**src/hdl/cpu_pkg.sv**
```systemverilog
package cpu_pkg;

  localparam int ADDR_W = 16;
  localparam int DATA_W = 8;

  typedef logic [ADDR_W-1:0] addr_t;
  typedef logic [DATA_W-1:0] data_t;

  // Register codes as they appear in the opcode operand fields.
  typedef enum logic [2:0] {
    REG_B = 3'd0,
    REG_C = 3'd1,
    REG_D = 3'd2,
    REG_E = 3'd3,
    REG_H = 3'd4,
    REG_L = 3'd5,
    REG_A = 3'd7
  } reg_sel_t;

  localparam logic [2:0] HL_OPERAND = 3'd6; // Operand field value that selects (HL).

  typedef enum logic [2:0] {
    OP_NOP,
    OP_LD_R_R,
    OP_LD_R_N,
    OP_LD_R_HL,
    OP_LD_HL_R,
    OP_LD_HL_N,
    OP_ST_A_HL_STEP,
    OP_LD_A_HL_STEP
  } op_kind_t;

  typedef enum logic [1:0] {
    HL_KEEP,
    HL_INC,
    HL_DEC
  } hl_step_t;

  typedef struct packed {
    op_kind_t kind;
    reg_sel_t dst;
    reg_sel_t src;
    hl_step_t step;
  } decoded_t;

  // One bus transfer as handed from the sequencer to the bus master.
  typedef struct packed {
    addr_t adr;
    data_t dat;
    logic  we;
  } wb_req_t;

endpackage

```
**src/hdl/cpu_decode.sv**
```systemverilog
`timescale 1ns/1ps

module cpu_decode (
  input  cpu_pkg::data_t    i_opcode,
  output cpu_pkg::decoded_t o_dec
);

  logic [2:0] dst_field;
  logic [2:0] src_field;

  assign dst_field = i_opcode[5:3];
  assign src_field = i_opcode[2:0];

  always_comb begin
    o_dec.kind = cpu_pkg::OP_NOP;
    o_dec.dst  = cpu_pkg::REG_A;
    o_dec.src  = cpu_pkg::REG_A;
    o_dec.step = cpu_pkg::HL_KEEP;

    if (i_opcode[7:6] == 2'b01) begin
      if (dst_field == cpu_pkg::HL_OPERAND && src_field == cpu_pkg::HL_OPERAND) begin
        o_dec.kind = cpu_pkg::OP_NOP; // 0x76 is HALT on the real part.
      end else if (src_field == cpu_pkg::HL_OPERAND) begin
        o_dec.kind = cpu_pkg::OP_LD_R_HL;
        o_dec.dst  = cpu_pkg::reg_sel_t'(dst_field);
      end else if (dst_field == cpu_pkg::HL_OPERAND) begin
        o_dec.kind = cpu_pkg::OP_LD_HL_R;
        o_dec.src  = cpu_pkg::reg_sel_t'(src_field);
      end else begin
        o_dec.kind = cpu_pkg::OP_LD_R_R;
        o_dec.dst  = cpu_pkg::reg_sel_t'(dst_field);
        o_dec.src  = cpu_pkg::reg_sel_t'(src_field);
      end
    end else if (i_opcode[7:6] == 2'b00 && src_field == cpu_pkg::HL_OPERAND) begin
      if (dst_field == cpu_pkg::HL_OPERAND) begin
        o_dec.kind = cpu_pkg::OP_LD_HL_N;
      end else begin
        o_dec.kind = cpu_pkg::OP_LD_R_N;
        o_dec.dst  = cpu_pkg::reg_sel_t'(dst_field);
      end
    end else begin
      // Stepped forms always move A, so dst and src keep their A default.
      case (i_opcode)
        8'h22: begin
          o_dec.kind = cpu_pkg::OP_ST_A_HL_STEP;
          o_dec.step = cpu_pkg::HL_INC;
        end
        8'h32: begin
          o_dec.kind = cpu_pkg::OP_ST_A_HL_STEP;
          o_dec.step = cpu_pkg::HL_DEC;
        end
        8'h2A: begin
          o_dec.kind = cpu_pkg::OP_LD_A_HL_STEP;
          o_dec.step = cpu_pkg::HL_INC;
        end
        8'h3A: begin
          o_dec.kind = cpu_pkg::OP_LD_A_HL_STEP;
          o_dec.step = cpu_pkg::HL_DEC;
        end
        default: ;
      endcase
    end
  end

endmodule

```
**src/hdl/reg_file.sv**
```systemverilog
`timescale 1ns/1ps

module reg_file (
  input  logic              i_clk,
  input  logic              i_rst,
  input  cpu_pkg::reg_sel_t i_rd_sel,
  output cpu_pkg::data_t    o_rd_data,
  output cpu_pkg::addr_t    o_hl,
  input  logic              i_wr_en,
  input  cpu_pkg::reg_sel_t i_wr_sel,
  input  cpu_pkg::data_t    i_wr_data,
  input  logic              i_hl_wr_en,
  input  cpu_pkg::addr_t    i_hl_wr_data
);

  cpu_pkg::data_t reg_b;
  cpu_pkg::data_t reg_c;
  cpu_pkg::data_t reg_d;
  cpu_pkg::data_t reg_e;
  cpu_pkg::data_t reg_h;
  cpu_pkg::data_t reg_l;
  cpu_pkg::data_t reg_a;

  assign o_hl = {reg_h, reg_l};

  always_comb begin
    case (i_rd_sel)
      cpu_pkg::REG_B: o_rd_data = reg_b;
      cpu_pkg::REG_C: o_rd_data = reg_c;
      cpu_pkg::REG_D: o_rd_data = reg_d;
      cpu_pkg::REG_E: o_rd_data = reg_e;
      cpu_pkg::REG_H: o_rd_data = reg_h;
      cpu_pkg::REG_L: o_rd_data = reg_l;
      default:        o_rd_data = reg_a;
    endcase
  end

  always_ff @(posedge i_clk, posedge i_rst) begin
    if (i_rst) begin
      reg_b <= '0;
      reg_c <= '0;
      reg_d <= '0;
      reg_e <= '0;
      reg_h <= '0;
      reg_l <= '0;
      reg_a <= '0;
    end else begin
      // HL word port first. A byte write to A in the same cycle lands too.
      if (i_hl_wr_en) begin
        reg_h <= i_hl_wr_data[cpu_pkg::ADDR_W-1:cpu_pkg::DATA_W];
        reg_l <= i_hl_wr_data[cpu_pkg::DATA_W-1:0];
      end
      if (i_wr_en) begin
        case (i_wr_sel)
          cpu_pkg::REG_B: reg_b <= i_wr_data;
          cpu_pkg::REG_C: reg_c <= i_wr_data;
          cpu_pkg::REG_D: reg_d <= i_wr_data;
          cpu_pkg::REG_E: reg_e <= i_wr_data;
          cpu_pkg::REG_H: reg_h <= i_wr_data;
          cpu_pkg::REG_L: reg_l <= i_wr_data;
          default:        reg_a <= i_wr_data;
        endcase
      end
    end
  end

endmodule

```
**src/hdl/wb_master.sv**
```systemverilog
`timescale 1ns/1ps

module wb_master (
  input  logic             i_clk,
  input  logic             i_rst,
  input  logic             i_req_valid,
  input  cpu_pkg::wb_req_t i_req,
  output logic             o_done,
  output cpu_pkg::data_t   o_rd_data,
  output logic             o_wb_cyc,
  output logic             o_wb_stb,
  output logic             o_wb_we,
  output cpu_pkg::addr_t   o_wb_adr,
  output cpu_pkg::data_t   o_wb_dat,
  input  cpu_pkg::data_t   i_wb_dat,
  input  logic             i_wb_ack
);

  logic accept;
  logic finish;

  assign accept   = !o_wb_cyc && i_req_valid; // New requests only while the bus is idle.
  assign finish   = o_wb_cyc && i_wb_ack;
  assign o_wb_stb = o_wb_cyc; // Single transfers, so strobe and cycle move together.

  always_ff @(posedge i_clk, posedge i_rst) begin
    if (i_rst) begin
      o_wb_cyc <= 1'b0;
      o_wb_we  <= 1'b0;
      o_done   <= 1'b0;
    end else begin
      o_done <= finish;
      if (accept) begin
        o_wb_cyc <= 1'b1;
        o_wb_we  <= i_req.we;
      end else if (finish) begin
        o_wb_cyc <= 1'b0;
        o_wb_we  <= 1'b0;
      end
    end
  end

  always_ff @(posedge i_clk) begin
    if (accept) begin
      o_wb_adr <= i_req.adr;
      o_wb_dat <= i_req.dat;
    end
    if (finish) begin
      o_rd_data <= i_wb_dat; // Valid together with the o_done pulse.
    end
  end

endmodule

```
**src/hdl/cpu_control.sv**
```systemverilog
`timescale 1ns/1ps

module cpu_control #(
  parameter cpu_pkg::addr_t P_RESET_PC = 16'h0100
) (
  input  logic              i_clk,
  input  logic              i_rst,
  output logic              o_req_valid,
  output cpu_pkg::wb_req_t  o_req,
  input  logic              i_done,
  input  cpu_pkg::data_t    i_rd_data,
  output cpu_pkg::data_t    o_opcode,
  input  cpu_pkg::decoded_t i_dec,
  output cpu_pkg::reg_sel_t o_rd_sel,
  input  cpu_pkg::data_t    i_rd_data_reg,
  input  cpu_pkg::addr_t    i_hl,
  output logic              o_wr_en,
  output cpu_pkg::reg_sel_t o_wr_sel,
  output cpu_pkg::data_t    o_wr_data,
  output logic              o_hl_wr_en,
  output cpu_pkg::addr_t    o_hl_wr_data
);

  typedef enum logic [2:0] {FETCH, DECODE, FETCH_IMM, MEM, WRITEBACK} state_t;

  state_t            state;
  logic              waiting; // A bus request is out and its o_done has not arrived.
  logic              issue;
  logic              step_done;
  cpu_pkg::addr_t    pc;
  cpu_pkg::data_t    ir;
  cpu_pkg::data_t    imm;     // Immediate operand, or the byte returned by a load.
  cpu_pkg::decoded_t dec_q;
  cpu_pkg::addr_t    hl_stepped;

  function automatic logic is_store(cpu_pkg::op_kind_t kind);
    return kind inside {cpu_pkg::OP_LD_HL_R, cpu_pkg::OP_LD_HL_N, cpu_pkg::OP_ST_A_HL_STEP};
  endfunction

  function automatic logic uses_mem(cpu_pkg::op_kind_t kind);
    return is_store(kind) || kind inside {cpu_pkg::OP_LD_R_HL, cpu_pkg::OP_LD_A_HL_STEP};
  endfunction

  function automatic logic writes_reg(cpu_pkg::op_kind_t kind);
    return kind inside {cpu_pkg::OP_LD_R_R, cpu_pkg::OP_LD_R_N,
                        cpu_pkg::OP_LD_R_HL, cpu_pkg::OP_LD_A_HL_STEP};
  endfunction

  assign o_opcode  = ir;
  assign o_rd_sel  = dec_q.src;
  assign issue     = !waiting && (state inside {FETCH, FETCH_IMM, MEM});
  assign step_done = waiting && i_done;

  always_comb begin
    case (dec_q.step)
      cpu_pkg::HL_INC: hl_stepped = i_hl + cpu_pkg::addr_t'(1);
      cpu_pkg::HL_DEC: hl_stepped = i_hl - cpu_pkg::addr_t'(1);
      default:         hl_stepped = i_hl;
    endcase
  end

  always_ff @(posedge i_clk, posedge i_rst) begin
    if (i_rst) begin
      state       <= FETCH;
      waiting     <= 1'b0;
      pc          <= P_RESET_PC;
      o_req_valid <= 1'b0;
      o_wr_en     <= 1'b0;
      o_hl_wr_en  <= 1'b0;
      dec_q       <= '{kind: cpu_pkg::OP_NOP, dst: cpu_pkg::REG_A,
                       src: cpu_pkg::REG_A, step: cpu_pkg::HL_KEEP};
    end else begin
      o_req_valid <= issue;
      o_wr_en     <= 1'b0;
      o_hl_wr_en  <= 1'b0;
      if (issue) begin
        waiting <= 1'b1;
      end else if (step_done) begin
        waiting <= 1'b0;
      end
      case (state)
        FETCH: begin
          if (step_done) begin
            pc    <= pc + cpu_pkg::addr_t'(1);
            state <= DECODE;
          end
        end
        DECODE: begin
          dec_q <= i_dec;
          if (i_dec.kind inside {cpu_pkg::OP_LD_R_N, cpu_pkg::OP_LD_HL_N}) begin
            state <= FETCH_IMM;
          end else if (uses_mem(i_dec.kind)) begin
            state <= MEM;
          end else begin
            state <= WRITEBACK;
          end
        end
        FETCH_IMM: begin
          if (step_done) begin
            pc    <= pc + cpu_pkg::addr_t'(1);
            state <= uses_mem(dec_q.kind) ? MEM : WRITEBACK;
          end
        end
        MEM: begin
          if (step_done) state <= WRITEBACK;
        end
        WRITEBACK: begin
          o_wr_en    <= writes_reg(dec_q.kind);
          o_hl_wr_en <= (dec_q.step != cpu_pkg::HL_KEEP);
          state      <= FETCH;
        end
        default: state <= FETCH;
      endcase
    end
  end

  always_ff @(posedge i_clk) begin
    if (issue) begin
      o_req.adr <= (state == MEM) ? i_hl : pc;
      o_req.we  <= (state == MEM) && is_store(dec_q.kind);
      o_req.dat <= (dec_q.kind == cpu_pkg::OP_LD_HL_N) ? imm : i_rd_data_reg;
    end
    if (step_done) begin
      if (state == FETCH) begin
        ir <= i_rd_data;
      end else if (state == FETCH_IMM || !is_store(dec_q.kind)) begin
        imm <= i_rd_data;
      end
    end
    if (state == WRITEBACK) begin
      o_wr_sel     <= dec_q.dst;
      o_wr_data    <= (dec_q.kind == cpu_pkg::OP_LD_R_R) ? i_rd_data_reg : imm;
      o_hl_wr_data <= hl_stepped; // Step is taken from the HL used by the bus cycle.
    end
  end

endmodule

```
**src/hdl/cpu_top.sv**
```systemverilog
`timescale 1ns/1ps

module cpu_top #(
  parameter cpu_pkg::addr_t P_RESET_PC = 16'h0100
) (
  input  logic           i_clk,
  input  logic           i_rst,
  output logic           o_wb_cyc,
  output logic           o_wb_stb,
  output logic           o_wb_we,
  output cpu_pkg::addr_t o_wb_adr,
  output cpu_pkg::data_t o_wb_dat,
  input  cpu_pkg::data_t i_wb_dat,
  input  logic           i_wb_ack
);

  logic              req_valid;
  cpu_pkg::wb_req_t  req;
  logic              bus_done;
  cpu_pkg::data_t    bus_rd_data;
  cpu_pkg::data_t    opcode;
  cpu_pkg::decoded_t dec;
  cpu_pkg::reg_sel_t rd_sel;
  cpu_pkg::data_t    rd_data_reg;
  cpu_pkg::addr_t    hl;
  logic              wr_en;
  cpu_pkg::reg_sel_t wr_sel;
  cpu_pkg::data_t    wr_data;
  logic              hl_wr_en;
  cpu_pkg::addr_t    hl_wr_data;

  cpu_decode u_decode (
    .i_opcode (opcode),
    .o_dec    (dec)
  );

  reg_file u_reg_file (
    .i_clk        (i_clk),
    .i_rst        (i_rst),
    .i_rd_sel     (rd_sel),
    .o_rd_data    (rd_data_reg),
    .o_hl         (hl),
    .i_wr_en      (wr_en),
    .i_wr_sel     (wr_sel),
    .i_wr_data    (wr_data),
    .i_hl_wr_en   (hl_wr_en),
    .i_hl_wr_data (hl_wr_data)
  );

  wb_master u_wb_master (
    .i_clk       (i_clk),
    .i_rst       (i_rst),
    .i_req_valid (req_valid),
    .i_req       (req),
    .o_done      (bus_done),
    .o_rd_data   (bus_rd_data),
    .o_wb_cyc    (o_wb_cyc),
    .o_wb_stb    (o_wb_stb),
    .o_wb_we     (o_wb_we),
    .o_wb_adr    (o_wb_adr),
    .o_wb_dat    (o_wb_dat),
    .i_wb_dat    (i_wb_dat),
    .i_wb_ack    (i_wb_ack)
  );

  cpu_control #(
    .P_RESET_PC (P_RESET_PC)
  ) u_control (
    .i_clk         (i_clk),
    .i_rst         (i_rst),
    .o_req_valid   (req_valid),
    .o_req         (req),
    .i_done        (bus_done),
    .i_rd_data     (bus_rd_data),
    .o_opcode      (opcode),
    .i_dec         (dec),
    .o_rd_sel      (rd_sel),
    .i_rd_data_reg (rd_data_reg),
    .i_hl          (hl),
    .o_wr_en       (wr_en),
    .o_wr_sel      (wr_sel),
    .o_wr_data     (wr_data),
    .o_hl_wr_en    (hl_wr_en),
    .o_hl_wr_data  (hl_wr_data)
  );

endmodule

```
**config.mk**
```make
export PLATFORM = sky130hd
export DESIGN_NAME = cpu_top
export DESIGN_NICKNAME = d
export VERILOG_FILES = /design/src/hdl/cpu_pkg.sv /design/src/hdl/cpu_decode.sv /design/src/hdl/reg_file.sv /design/src/hdl/wb_master.sv /design/src/hdl/cpu_control.sv /design/src/hdl/cpu_top.sv
export SDC_FILE = /design/constraint.sdc
export NUM_CORES = 1
export LEC_CHECK = 0
export BUFFER_PORTS_ARGS = -buffer_cell sky130_fd_sc_hd__buf_2
export CAP_MARGIN = 20
export CORE_ASPECT_RATIO = 1.1
export CORE_UTILIZATION = 55
export DETAILED_ROUTE_END_ITERATION = 8
export HOLD_SLACK_MARGIN = 0.08
export PLACE_DENSITY = 0.81
export SLEW_MARGIN = 5
export SYNTH_ARGS = -nofsm -noshare
export SYNTH_HDL_FRONTEND = slang
export SYNTH_SLANG_ARGS = --single-unit
```
**constraint.sdc**
```tcl
create_clock -name i_clk -period 5.9 [get_ports i_clk]
set_input_delay 0.295 -clock i_clk [delete_from_list [all_inputs] [get_ports i_clk]]
set_output_delay 0.295 -clock i_clk [all_outputs]
set_load 0.005 [all_outputs]
```
# [After elaboration in Yosys (flattened, before gate mapping)]
# Index checks and enable logic that the tools add are counted.
[totals] reg_bits=193 latch_bits=0 mem_bits_rw=0 rom_bits=0 inputBits=11 out_inout_bits=27 wordCells=157 n_memories=0
[classes] addsub=3 mul=0 div_mod_pow=0 order_cmp=0 n_eq_ne=39 shifts=0 n_mux=40 bitwise_logic=2 reduce_logical=42
[op_table] operator="$mux 8" n=8
[op_table] operator="$pmux 8 s6" n=1
[op_table] operator="$eq 3x3->1 const B" n=15
[op_table] operator="$mux 3" n=14
[op_table] operator="$add 16x1->16 const B" n=2
[op_table] operator="$eq 8x6->1 const B" n=4
[op_table] operator="$pmux 16 s2" n=1
[op_table] operator="$eq 3x2->1 const B" n=10
[op_table] operator="$mux 6" n=3
[op_table] operator="$mux 16" n=1
[op_table] operator="$sub 16x1->16 const B" n=1
[op_table] operator="$reduce_and 2->1" n=7
[op_table] operator="$eq 3x1->1 const B" n=4
[op_table] operator="$pmux 3 s4" n=1
[op_table] operator="$reduce_bool 2->1" n=6
[op_table] operator="$reduce_or 2->1" n=5
[op_table] operator="$logic_not 3->1" n=3
[op_table] operator="$reduce_bool 3->1" n=3
[op_table] operator="$logic_and 1x1->1" n=7
[op_table] operator="$mux 1" n=7
[op_table] operator="$ne 2x1->1 const B" n=3
[op_table] operator="$pmux 3 s2" n=1
[op_table] operator="$reduce_and 3->1" n=2
[op_table] operator="$reduce_or 6->1" n=1
[op_table] operator="9 further kinds" n=16

# [Logic depth before layout (Yosys ltp)]
[depth] ltp_word=11 depth_mapped=10 ltp_nobuf=10

# [Modules after synthesis]
# From an unflattened synthesis, not the netlist that was laid out.
[unflattened] hier_cells=732 area_unflattened_um2=9268.9
[modules_own_cells] mod="cpu_control" n_inst=1 cells_each=438 area_per_inst_um2=5216.3 seq_area_each_um2=2901.5
[modules_own_cells] mod="reg_file" n_inst=1 cells_each=219 area_per_inst_um2=2770.2 seq_area_each_um2=1401.3
[modules_own_cells] mod="wb_master" n_inst=1 cells_each=43 area_per_inst_um2=1089.8 seq_area_each_um2=1036.0
[modules_own_cells] mod="cpu_decode" n_inst=1 cells_each=32 area_per_inst_um2=192.7 seq_area_each_um2=0.0

# [Worst setup path before layout]
# OpenSTA, ideal clock, no wires.
[synth_path] path_type="register to register" start="register u_control.state[1]" end="register u_control.o_req[0] in the netlist's numbering, enable pin" setup_time_ps=443 arrival_ps=2470 required_time_ps=5457 setup_slack_ps=2987 stages_incl_launch_ff=4 period_less_slack_ps=2913 path_cell_list="dfrtp_1 clkbuf_1 nor2b_1 nor3_1"
[synth_between] elab_chain_len=3
[synth_rtl] item="start: declaration" line_no="cpu_control.sv:26" source="state_t state;"
[synth_rtl] item="start signal: assignment" line_no="cpu_control.sv:101" source="state <= uses_mem(dec_q.kind) ? MEM : WRITEBACK;"
[synth_rtl] item="$eq 3x2->1 or $logic_not 3->1 (tied branches)" line_no="cpu_control.sv:51" source="assign issue = !waiting && (state inside {FETCH, FETCH_IMM, MEM});"
[synth_rtl] item="$reduce_bool 3->1 (*)" line_no="cpu_control.sv:51"
[synth_rtl] item="$logic_and 1x1->1 (*)" line_no="cpu_control.sv:51"
[synth_rtl] item="via u_control.issue" line_no="cpu_control.sv:28" source="logic issue;"
[synth_rtl] item="end: declaration" line_no="cpu_control.sv:9" source="output cpu_pkg::wb_req_t o_req,"
# The timed path passes the listed nets; every way through them passes the cells marked *.
# A chain may end at the register's enable or synchronous reset.

# [Worst setup path after layout]
[layout_path] start="register u_control.dec_q[0] in the netlist's numbering" end="register u_control.o_hl_wr_data[14] (data pin)"
[layout_between] elab_chain_len=2
[layout_rtl] item="start: declaration" line_no="cpu_control.sv:33" source="cpu_pkg::decoded_t dec_q;"
[layout_rtl] item="start signal: assignment" line_no="cpu_control.sv:70" source="dec_q <= '{kind: cpu_pkg::OP_NOP, dst: cpu_pkg::REG_A,"
[layout_rtl] item="start signal: assignment" line_no="cpu_control.sv:89" source="dec_q <= i_dec;"
[layout_rtl] item="$eq 2x2->1 or $eq 2x1->1 (tied branches)" line_no="cpu_control.sv:55" source="case (dec_q.step)"
[layout_rtl] item="$pmux 16 s2 (*)" line_no="cpu_control.sv:55"
[layout_rtl] item="via u_control.hl_stepped[14]" line_no="cpu_control.sv:34" source="cpu_pkg::addr_t hl_stepped;"
[layout_rtl] item="end signal: assignment" line_no="cpu_control.sv:133" source="o_hl_wr_data <= hl_stepped;"
[layout_rtl] item="end: declaration" line_no="cpu_control.sv:21" source="output cpu_pkg::addr_t o_hl_wr_data"
# Marked as above.

==> reports/qor.yml <==
grt:
  antenna_found_initial: 0
  grt_pass1_vias: 5574
  grt_max_degree: 68
  grt_usage: 0.238
  grt_first_pass_wirelength_mm: 29.0
  grt_overflow: 0
logic_synthesis:
  synth_ff_type: "edfxtp_1"
  syn_nets: 692
  syn_area_um2: 8780
  yosysUniqueCellTypes: 69
  synth-edff-count: 100
  synthCells: 663
  synth.avg_cell_area_um2: 13.2
  synth_seq_area_share: 0.608
  ys_seq_elements: 193
  yosys_warnings: 0
  ys_async_sr_fraction: 0.482
critical_path:
  cp-end-kind: "flip-flop"
  start_kind: "flip-flop"
  critPathKind: "flip-flop to flip-flop"
  cp.required_ps: 6090
  crit_fanout: 18
  critPathLaunch: "u_control.dec_q[0]"
  r2r_start: "u_control.dec_q[0]"
  worst_ep_arrival_time_ps: 3540
timing:
  fin_setup_tns_ps: 0
  hold_violations: 0
  setup_violations: 0
  worst_slack_ps: 2550
  fin_crit_sh: 0.568
  finClkSkew_ps: 9.57
  fmax_mhz: 298
  rsz0062_at_grt: "false"
  slew_viol_final: 0
  period_minus_slack_ps: 3350
  slew_headroom: 0.318
  worstMarginPinSlew_ps: 1020
power_and_ir_drop:
  p_leak_nw: 4.12
  powerDensity_nw_per_um2: 445
  vdd_drop_max_uv: 326
clock_network:
  clk_root_buffer_cell: "clkbuf_16"
  cts_buffer_depth: 2
  cts_tree: "done"
  cts.clk_slew.worst_paths_ps: 70
  cts_setup_buffers: 0
  ctsHoldBuffers: 9
  ctsResizeCount: 0
  ctsHtreeMaxLevel: 4
  clock-sinks: 193
  clk_latency_ps: 430
  numCtsBuffers: 17
min_path:
  hold_path.class: "input port to flip-flop"
  min_from: "i_wb_ack"
placed_design:
  post-place-ws_ps: 2580
  gp_congestion: 0.877
  io_buffer_count: 37
  dp_cells: 876
  dp_hpwl_mm: 12.7
cells_and_area:
  drive_gt1_frac: 0.248
  instances_no_fill: 918
  antenna_cells: 0
  nets: 734
  syn_to_final_growth_pct: 11.8
  final_common_cell: "edfxtp_1"
  fin_util: 0.627
  most-common-layout-cells: "edfxtp_1 (100), dfrtp_1 (86), mux2_2 (75)"
routing:
  drc: 0
  vias: 5467
  routed_via_density: 5.96
  firstDrtPassIters: 5
  wirelength_mm: 18.2
  routedWlPerCell_um: 19.8
  drtAntennaViolNets: 0
  drtIter0Drc: 322
die:
  die_w_um: 123
  core_region_area_um2: 15700
  die_h_um: 135
  rows: 48
  ios: 38
  start_util: 0.560
  die_area_um2: 16500
run_status:
  status: "finished clean"
run:
  cap_violations: 0
kinds of logic after synthesis:
logic type      synth area share
compound gates            0.0796
mux                        0.149
flops                      0.608
buf+inv                   0.0221
xor+xnor                  0.0289
simple gates              0.0857
fa+ha+maj                 0.0265
final cells by class:
class	instances	area, µm²
inverter	17	65.1
multi-input combinational	424	3260
timing repair buffer	52	340
clock inverter	15	145
sequential	193	5340
clock buffer	17	425
tap	200	250
fill	1122	5850
path summary, 6_finish.rpt:
path                                         endpoint  slack, ps  cells past startpoint
max                        u_control.o_hl_wr_data[14]       2550                     10
min                              u_wb_master.o_wb_cyc        160                      3
max reg2reg                u_control.o_hl_wr_data[14]       2550                     10
min reg2reg                  u_wb_master.o_wb_adr[14]        420                      0
max in group asynchronous         u_reg_file.reg_a[5]       4230                      4
min in group asynchronous             u_control.pc[3]        430                      3
stage by stage:
stage,power (mW),hold WS (ps),instance area (µm²)
2_1_floorplan,2.90,394,8780
3_3_place_gp,3.21,329,9140
3_5_place_dp,3.27,338,9140
4_1_cts,4.37,143,9800
5_1_grt,4.59,146,9820
6_report,4.37,156,9820
where the power goes:
group / leakage [nW] / internal [mW] / switching (mW) / total, mW
Clock: 0.271 / 0.560 / 0.538 / 1.10
Combinational: 1.67 / 0.456 / 0.538 / 0.994
Sequential: 2.18 / 1.95 / 0.333 / 2.28
Total: 4.12 / 2.96 / 1.41 / 4.37
flip-flops by register name, indices dropped and copies added, names as in the netlist, 8 cells and up:
| signal | cells |
|---|---|
| u_control.dec_q | 8 |
| u_control.imm | 8 |
| u_control.o_hl_wr_data | 16 |
| u_control.o_opcode | 8 |
| u_control.o_req | 25 |
| u_control.o_wr_data | 8 |
| u_control.pc | 16 |
| u_reg_file.reg_a | 8 |
| u_reg_file.reg_b | 8 |
| u_reg_file.reg_c | 8 |
| u_reg_file.reg_d | 8 |
| u_reg_file.reg_e | 8 |
| u_reg_file.reg_h | 8 |
| u_reg_file.reg_l | 8 |
| u_wb_master.o_rd_data | 8 |
| u_wb_master.o_wb_adr | 16 |
| u_wb_master.o_wb_dat | 8 |
Yosys cell counts (all sizes together), types with 2 or more instances:
cell type | number | share of area
and2 | 3 | 0.0021
nand3b | 4 | 0.0034
a21o | 8 | 0.0068
dfrtp | 86 | 0.24
or3 | 2 | 0.0014
dfstp | 7 | 0.021
and4 | 2 | 0.0023
nor3b | 4 | 0.0040
nand2 | 51 | 0.022
mux4 | 7 | 0.018
nand3 | 13 | 0.0074
o21ai | 40 | 0.023
a21oi | 34 | 0.019
a211oi | 3 | 0.0031
inv | 15 | 0.0064
mux2i | 31 | 0.035
ha | 17 | 0.024
nand4b | 2 | 0.0020
clkinv | 2 | 0.00085
xor2 | 11 | 0.011
a31oi | 4 | 0.0028
nand2b | 5 | 0.0036
clkbuf | 19 | 0.0081
edfxtp | 100 | 0.34
o311ai | 2 | 0.0020
nand4 | 5 | 0.0043
nor2b | 7 | 0.0050
mux2 | 75 | 0.096
o2111ai | 2 | 0.0020
nor3 | 9 | 0.0057
o21bai | 2 | 0.0021
xnor2 | 18 | 0.018
nor2 | 42 | 0.019
o22ai | 2 | 0.0021
buf | 10 | 0.0067
layer usage:
metal | global-route usage | vias to the layer above | wire [µm] | share of wire
met5 | 0 | - | 0 | 0
met4 | 0.0996 | 0 | 499 | 0.027
met3 | 0.0498 | 36 | 899 | 0.050
met2 | 0.412 | 167 | 9400 | 0.52
met1 | 0.287 | 2738 | 7350 | 0.41
li1 | - | 2526 | - | -
worst max-delay path: stages, from the launching register on:
cell and delay [ps]:
dfrtp_1 380, inv_1 80, ha_1 640, inv_1 190, fa_1 450, nand2b_1 190, a21oi_1 250, o22ai_2 160
o311ai_1 370, xor2_1 120, mux2_2 280
(Power assumes the default switching activity.)
